[config.mk]
export PLATFORM = sky130hd
export DESIGN_NAME = led_status_top
export DESIGN_NICKNAME = d
export VERILOG_FILES = /design/src/hw/led_status_pkg.sv /design/src/hw/err_latch.sv /design/src/hw/blink_coder.sv /design/src/hw/wb_err_regs.sv /design/src/hw/led_status_top.sv
export SDC_FILE = /design/constraint.sdc
export NUM_CORES = 1
export LEC_CHECK = 0
export BUFFER_PORTS_ARGS = -buffer_cell sky130_fd_sc_hd__buf_2
export CAP_MARGIN = 5
export CORE_MARGIN = 2
export CORE_UTILIZATION = 55
export CTS_BUF_LIST = sky130_fd_sc_hd__clkbuf_4 sky130_fd_sc_hd__clkbuf_8
export DETAILED_ROUTE_END_ITERATION = 8
export PLACE_DENSITY = 0.8
export SLEW_MARGIN = 0
export SYNTH_ARGS = -nofsm -noshare
export SYNTH_HDL_FRONTEND = slang
export SYNTH_SLANG_ARGS = --single-unit
[constraint.sdc]
create_clock -name clk -period 2.8 [get_ports clk]
set_input_delay 0.42 -clock clk [delete_from_list [all_inputs] [get_ports clk]]
set_output_delay 0.42 -clock clk [all_outputs]
set_load 0.02 [all_outputs]
[src/hw/led_status_pkg.sv]
package led_status_pkg;

  localparam int num_src             = 8;        // error sources, one flag each
  localparam int code_w              = 4;        // blink code width
  localparam int blink_slots         = 4;        // one bit per slot
  localparam int gap_slots           = 2;        // dark slots between codes
  localparam int default_slot_cycles = 12288000; // one second at 12.288 MHz

  localparam int src_w      = $clog2(num_src);
  localparam int slot_cnt_w = $clog2(blink_slots);

  localparam logic [src_w-1:0]      last_src        = src_w'(num_src - 1);
  localparam logic [slot_cnt_w-1:0] last_blink_slot = slot_cnt_w'(blink_slots - 1);
  localparam logic [slot_cnt_w-1:0] last_gap_slot   = slot_cnt_w'(gap_slots - 1);

  // word addresses
  localparam logic [3:0] adr_status = 4'd0; // flags, write one to clear
  localparam logic [3:0] adr_mask   = 4'd1; // 1 enables a source
  localparam logic [3:0] adr_force  = 4'd2; // write one to set, reads zero
  localparam logic [3:0] adr_blink  = 4'd3; // coder status, read only

  typedef logic [num_src-1:0] err_vec_t;

  typedef struct packed {
    logic        cyc;
    logic        stb;
    logic        we;
    logic [3:0]  adr; // word address
    logic [31:0] dat;
  } wb_m2s_t;

  typedef struct packed {
    logic        ack;
    logic [31:0] dat;
  } wb_s2m_t;

  typedef struct packed {
    logic              active;   // code or gap in progress
    logic [code_w-1:0] code;     // index being shown
    logic [7:0]        done_cnt; // finished codes, wraps
  } blink_stat_t;

endpackage

[src/hw/err_latch.sv]
`timescale 1ns/10ps

module err_latch
  import led_status_pkg::*;
(
  input  logic     clk,
  input  logic     reset,
  input  err_vec_t err_in,     // hardware strobes
  input  err_vec_t mask,       // 0 blocks a source
  input  err_vec_t force_set,  // software set pulse
  input  err_vec_t sw_clear,   // software clear pulse
  input  err_vec_t report_clr, // clear after the code was shown
  output err_vec_t flags
);

  err_vec_t set_vec;
  err_vec_t clr_vec;
  err_vec_t flags_q;

  // a masked source never latches, but software can still force it
  assign set_vec = (err_in & mask) | force_set;
  assign clr_vec = sw_clear | report_clr;

  always_ff @(posedge clk)
  begin
    if (reset)
    begin
      flags_q <= '0;
    end
    else
    begin
      flags_q <= (flags_q & ~clr_vec) | set_vec; // set wins over clear
    end
  end

  assign flags = flags_q;

  // the coder reports one source at a time
  report_clr_onehot: assert property (
    @(posedge clk) disable iff (reset)
    $onehot0(report_clr)
  )
  else
    $error("report_clr is not one-hot: %b", report_clr);

endmodule

[src/hw/blink_coder.sv]
`timescale 1ns/10ps

module blink_coder
  import led_status_pkg::*;
#(
  parameter int slot_cycles = default_slot_cycles // slot is slot_cycles+1 clocks
) (
  input  logic        clk,
  input  logic        reset,
  input  err_vec_t    flags,
  output err_vec_t    report_clr,
  output blink_stat_t blink,
  output logic        led_off
);

  localparam int tmr_w = $clog2(slot_cycles + 1);

  localparam logic [tmr_w-1:0] tmr_max = tmr_w'(slot_cycles);
  localparam logic [tmr_w-1:0] one_lo  = tmr_w'(slot_cycles / 10);      // long pulse
  localparam logic [tmr_w-1:0] one_hi  = tmr_w'((slot_cycles * 9) / 10);
  localparam logic [tmr_w-1:0] zero_lo = tmr_w'((slot_cycles * 4) / 10); // short pulse
  localparam logic [tmr_w-1:0] zero_hi = tmr_w'((slot_cycles * 5) / 10);

  typedef enum logic [1:0] {
    st_find,  // round-robin scan of the flags
    st_blink, // code shown LSB first
    st_next,  // one cycle, clear the reported flag
    st_wait   // dark gap
  } state_t;

  state_t                state;
  logic [tmr_w-1:0]      slot_tmr;
  logic [slot_cnt_w-1:0] slot_cnt;
  logic [src_w-1:0]      rr_ptr;   // source under test, then source shown
  logic [code_w-1:0]     code_q;
  logic [code_w-1:0]     code_sr;  // bit 0 is the current slot
  logic [7:0]            done_cnt;
  logic                  slot_end;
  logic                  in_one;
  logic                  in_zero;
  logic                  lit;

  assign slot_end = (slot_tmr == tmr_max);

  always_ff @(posedge clk)
  begin
    if (reset)
    begin
      state    <= st_find;
      slot_tmr <= '0;
      slot_cnt <= '0;
      rr_ptr   <= '0;
      code_q   <= '0;
      code_sr  <= '0;
      done_cnt <= '0;
    end
    else
    begin
      slot_tmr <= slot_end ? '0 : slot_tmr + 1'b1; // free running

      case (state)
        st_find:
        begin
          if (flags[rr_ptr])
          begin
            code_q   <= code_w'(rr_ptr);
            code_sr  <= code_w'(rr_ptr);
            slot_tmr <= '0; // first slot starts now
            slot_cnt <= '0;
            state    <= st_blink;
          end
          else
          begin
            rr_ptr <= (rr_ptr == last_src) ? '0 : rr_ptr + 1'b1;
          end
        end

        st_blink:
        begin
          if (slot_end)
          begin
            code_sr <= code_sr >> 1;
            if (slot_cnt == last_blink_slot)
            begin
              state <= st_next;
            end
            else
            begin
              slot_cnt <= slot_cnt + 1'b1;
            end
          end
        end

        st_next:
        begin
          done_cnt <= done_cnt + 1'b1;
          rr_ptr   <= (rr_ptr == last_src) ? '0 : rr_ptr + 1'b1; // resume after it
          slot_cnt <= '0;
          state    <= st_wait;
        end

        st_wait:
        begin
          if (slot_end)
          begin
            if (slot_cnt == last_gap_slot)
            begin
              state <= st_find;
            end
            else
            begin
              slot_cnt <= slot_cnt + 1'b1;
            end
          end
        end

        default:
        begin
          state <= st_find;
        end
      endcase
    end
  end

  assign in_one  = (slot_tmr >= one_lo) && (slot_tmr <= one_hi);
  assign in_zero = (slot_tmr >= zero_lo) && (slot_tmr <= zero_hi);
  assign lit     = (state == st_blink) && (code_sr[0] ? in_one : in_zero);
  assign led_off = ~lit;

  assign report_clr = (state == st_next) ? (err_vec_t'(1'b1) << rr_ptr) : '0;

  assign blink.active   = (state != st_find);
  assign blink.code     = code_q;
  assign blink.done_cnt = done_cnt;

  code_in_range: assert property (
    @(posedge clk) disable iff (reset)
    blink.code < code_w'(num_src)
  )
  else
    $error("blink code %0d out of range", blink.code);

endmodule

[src/hw/wb_err_regs.sv]
`timescale 1ns/10ps

module wb_err_regs
  import led_status_pkg::*;
(
  input  logic        clk,
  input  logic        reset,
  input  wb_m2s_t     wb_in,
  output wb_s2m_t     wb_out,
  input  err_vec_t    flags,
  input  blink_stat_t blink,
  output err_vec_t    mask,
  output err_vec_t    force_set,
  output err_vec_t    sw_clear
);

  logic        ack_q;
  logic [31:0] dat_q;
  logic        req;
  logic        wr;
  logic [31:0] rd_data;
  err_vec_t    mask_q;

  // new request, sampled at the edge that raises ack
  assign req = wb_in.cyc & wb_in.stb & ~ack_q;
  assign wr  = req & wb_in.we;

  // pulses land in the flags at the same edge as ack
  assign force_set = (wr && (wb_in.adr == adr_force)) ? wb_in.dat[num_src-1:0] : '0;
  assign sw_clear  = (wr && (wb_in.adr == adr_status)) ? wb_in.dat[num_src-1:0] : '0;

  always_comb
  begin
    rd_data = '0; // force and unmapped words read zero
    case (wb_in.adr)
      adr_status:
      begin
        rd_data[num_src-1:0] = flags;
      end
      adr_mask:
      begin
        rd_data[num_src-1:0] = mask_q;
      end
      adr_blink:
      begin
        rd_data[4]    = blink.active;
        rd_data[3:0]  = blink.code;
        rd_data[15:8] = blink.done_cnt;
      end
      default:
      begin
        rd_data = '0;
      end
    endcase
  end

  always_ff @(posedge clk)
  begin
    if (reset)
    begin
      ack_q  <= 1'b0;
      mask_q <= '1; // all sources enabled
    end
    else
    begin
      ack_q <= req; // one cycle, never stalls
      if (wr && (wb_in.adr == adr_mask))
      begin
        mask_q <= wb_in.dat[num_src-1:0];
      end
    end
  end

  always_ff @(posedge clk)
  begin
    dat_q <= req ? rd_data : '0;
  end

  assign mask       = mask_q;
  assign wb_out.ack = ack_q;
  assign wb_out.dat = dat_q;

  ack_needs_request: assert property (
    @(posedge clk) disable iff (reset)
    wb_out.ack |-> $past(wb_in.cyc && wb_in.stb)
  )
  else
    $error("ack without a request in the previous cycle");

endmodule

[src/hw/led_status_top.sv]
`timescale 1ns/10ps

module led_status_top
  import led_status_pkg::*;
#(
  parameter int slot_cycles = default_slot_cycles
) (
  input  logic     clk,
  input  logic     reset,
  input  err_vec_t err_in,  // error strobes
  input  wb_m2s_t  wb_in,
  output wb_s2m_t  wb_out,
  output logic     led_off  // high is dark
);

  err_vec_t    flags;
  err_vec_t    mask;
  err_vec_t    force_set;
  err_vec_t    sw_clear;
  err_vec_t    report_clr;
  blink_stat_t blink;

  err_latch err_latch_inst (
    .clk        (clk),
    .reset      (reset),
    .err_in     (err_in),
    .mask       (mask),
    .force_set  (force_set),
    .sw_clear   (sw_clear),
    .report_clr (report_clr),
    .flags      (flags)
  );

  blink_coder #(
    .slot_cycles (slot_cycles)
  ) blink_coder_inst (
    .clk        (clk),
    .reset      (reset),
    .flags      (flags),
    .report_clr (report_clr),
    .blink      (blink),
    .led_off    (led_off)
  );

  wb_err_regs wb_err_regs_inst (
    .clk       (clk),
    .reset     (reset),
    .wb_in     (wb_in),
    .wb_out    (wb_out),
    .flags     (flags),
    .blink     (blink),
    .mask      (mask),
    .force_set (force_set),
    .sw_clear  (sw_clear)
  );

endmodule

==> impl_metrics.toml <==
[setup_path]
path_buf_inv = 2
crit_start = "blink_coder_inst.slot_tmr[0]$_SDFF_PP0_"
crit_slowest_cell = "or4_4"
rr_startpoint = "blink_coder_inst.slot_tmr[16]$_SDFF_PP0_"
path_class = "flip-flop to output port"
cp_max_fo = 6
cp_data_arrival_time_ps = 2240
crit_family = "simple AND/OR/NAND/NOR gates"
setup.worst_path.end_class = "output port"
crit_path_start_kind = "flip-flop"
cp_data_required_time_ps = 2380
path_cells = "inv_1 > ha_1 > nor4b_4 > nand4_1 > or4_4 > a21oi_2 > a32oi_1 > buf_2"
max_stage_delay_ps = 540

[run]
drv_cap = 0

[route]
via_per_inst = 5.392
drtPass1Iterations = 4
ant_nets = 0
vias = 3138
drt_iter0_markers = 180
wl_per_cell_um = 12.97
drt-total-wl_mm = 7.549
drc = 0

[power_and_ir_drop]
finalPower_mw = 2.912
power_frac_clock_pct = 29.3
p_leak_nw = 1.709
power_density_nw_per_um2 = 674.1
internal_power_mw = 1.931
switching_share_pct = 33.68
p_seq_share_pct = 44.7
combPwrFrac_pct = 26.0
power.switching_mw = 0.9808
vdd_drop_max_v = 0.0004070

[die]
die_w_um = 88.17
std_cell_rows = 30
die_h_um = 88.17
io_pins = 83
core_area_um2 = 6832
start_util_pct = 57.03
die_area_um2 = 7773

[sta]
tns_ps = 0
slew_headroom_pct = 59.28
setup_viol = 0
post-route-period-util_pct = 95.17
fin_crit_ps = 2665
setup_ws_ps = 135.3
finalClockSkew_ps = 6.721
worstMarginPinSlew_ps = 610.1
rsz0062_at_grt = "false"
hold_viol_final = 0
slew_viol_final = 0
fmaxAchievable_mhz = 375.3

[synthesis]
netlist_instances = 450
synth_fa_ha_area_share_pct = 4.817
yosys.area_share.simple_pct = 22.22
syn_area_um2 = 3896
synth_top_family_by_area = "simple AND/OR/NAND/NOR gates"
synthMuxAreaShare_pct = 7.322
synth_seq_cells = 78
synth.avg_cell_area_um2 = 8.658
ys_seq_area_share_pct = 40.08
synthXorXnorAreaFrac_pct = 6.069
yosysWarnings = 0
postSynth.asyncResetShare_pct = 0
dominantRegCellSynth = "dfxtp_1"
synth-compound-area-share_pct = 11.50
synth_edf_count = 0
synth.distinct_cells = 56

[cts]
cts_root_buf = "clkbuf_8"
hold_buffers = 0
clkTransAtPathRegs_ps = 80
htree_levels = 3
cts_buffers = 9
clk_latency_ps = 360
cts_setup_buffers = 0
cts_buffer_depth = 2
clock_sinks = 78
cts_tree = "done"

[place]
gp_congestion = 0.8980
place_ws_ps = 351.9
dp_hpwl_mm = 5.231
io_buffers = 42

[min_path]
hp-class = "input pin to flip-flop"
hp-start = "wb_in[7]"

[finish]
syn2layout_area_growth_pct = 10.89
antennaDiodeCount = 0
drive_above_1_share_pct = 15.02
fin_nets = 545
mostFrequentLayoutCells = "dfxtp_1, nor2_1, buf_2"
final_util_pct = 63.24
mostFrequentLayoutCell = "dfxtp_1"

[global_routing]
grt_pass1_wl_mm = 12.88
antenna_found_initial = 0
grt_pass1_vias = 2878
grt_overflow = 0
grt_max_degree = 34
grt_usage_pct = 21.00

[run_status]
status = "finished, final reports clean"
sequential cells by signal, indices dropped and copies added, names as in the netlist:
signal	count
wb_err_regs_inst.mask	8
blink_coder_inst.rr_ptr	3
err_latch_inst.flags	8
blink_coder_inst.slot_tmr	24
blink_coder_inst.code_sr	3
blink_coder_inst.code_q	3
wb_err_regs_inst.ack_q	1
blink_coder_inst.state	2
blink_coder_inst.slot_cnt	2
blink_coder_inst.done_cnt	8
wb_err_regs_inst.dat_q	16
cell type report:
class                   instances  area, µm²
fillers                       599       2511
clock inverters                 7      80.08
flip-flops and latches         78       1562
multi-input cells             326       2112
inverters                      18      67.56
clock buffers                   9      123.9
repair buffers                 48      255.2
well taps                      96      120.1
worst register-to-register path, cell delays in order (launching register included):
cell      delay [ps]
dfxtp_1          500
nand4b_1         150
or4b_1           660
o41ai_1          530
nand3_1          240
mux2_4           340
metrics by stage:
stage	hold WS (ps)	instances	cell area [µm²]
after global routing	305.7	582	4320
after global placement	452.8	566	4088
after detailed placement	453.9	566	4088
final	304.3	582	4320
after floorplan	439.1	465	3953
after CTS	287.4	582	4298
power groups by stage:
stage	Sequential [mW]	Clock, mW	Combinational, mW
5_1_grt	1.32	0.923	0.852
3_3_place_gp	1.32	0	0.703
6_report	1.30	0.853	0.758
3_5_place_dp	1.33	0	0.728
4_1_cts	1.30	0.884	0.744
2_1_floorplan	1.28	0	0.620
what timing repair did:
item                       in CTS  in global routing
gates resized for setup         1                  5
setup endpoints to repair       1                  1
gates cloned                    0                  0
pin swaps                       0                  1
Yosys cell counts, drive strengths merged (3+ instances only):
cell	n	area [µm²]
and3	4	25.02
a22oi	4	30.03
clkbuf	16	60.06
a31oi	4	25.02
ha	15	187.7
or3	3	18.77
nand3	20	100.1
o41ai	5	70.08
a21oi	16	80.08
dfxtp	78	1562
nor4	7	43.79
xor2	8	70.07
nand4	8	50.05
nand2	38	142.6
mux2i	27	270.3
inv	17	63.81
and2	9	56.30
nor2b	3	18.77
nor3	11	55.05
buf	27	180.2
xnor2	19	166.4
a311oi	3	26.28
nor2	67	254.0
a221oi	5	43.79
cell families after synthesis:
kind of cell	Yosys count
xor+xnor	27
flops	78
compound gates	57
mux	28
buf+inv	61
other cells	1
simple gates	183
fa+ha+maj	15
routing by layer:
metal | up-vias | track usage [%] | share of wire, %
met2 | 72 | 33.70 | 48
met5 | - | 0 | 0
met4 | 0 | 9.642 | 1.8
met1 | 1461 | 26.62 | 46
met3 | 14 | 5.184 | 4.5
li1 | 1591 | - | -
worst paths after layout:
path	to	slack (ps)	depth (start not counted)
min reg2reg	wb_err_regs_inst.dat_q[15]$_SDFF_PN0_	480	1
max reg2reg	blink_coder_inst.slot_cnt[0]$_SDFFE_PP0P_	280	5
max	led_off	140	8
min	wb_err_regs_inst.mask[7]$_SDFFE_PP1P_	300	3
No activity file was read; power rests on OpenSTA's default activity.
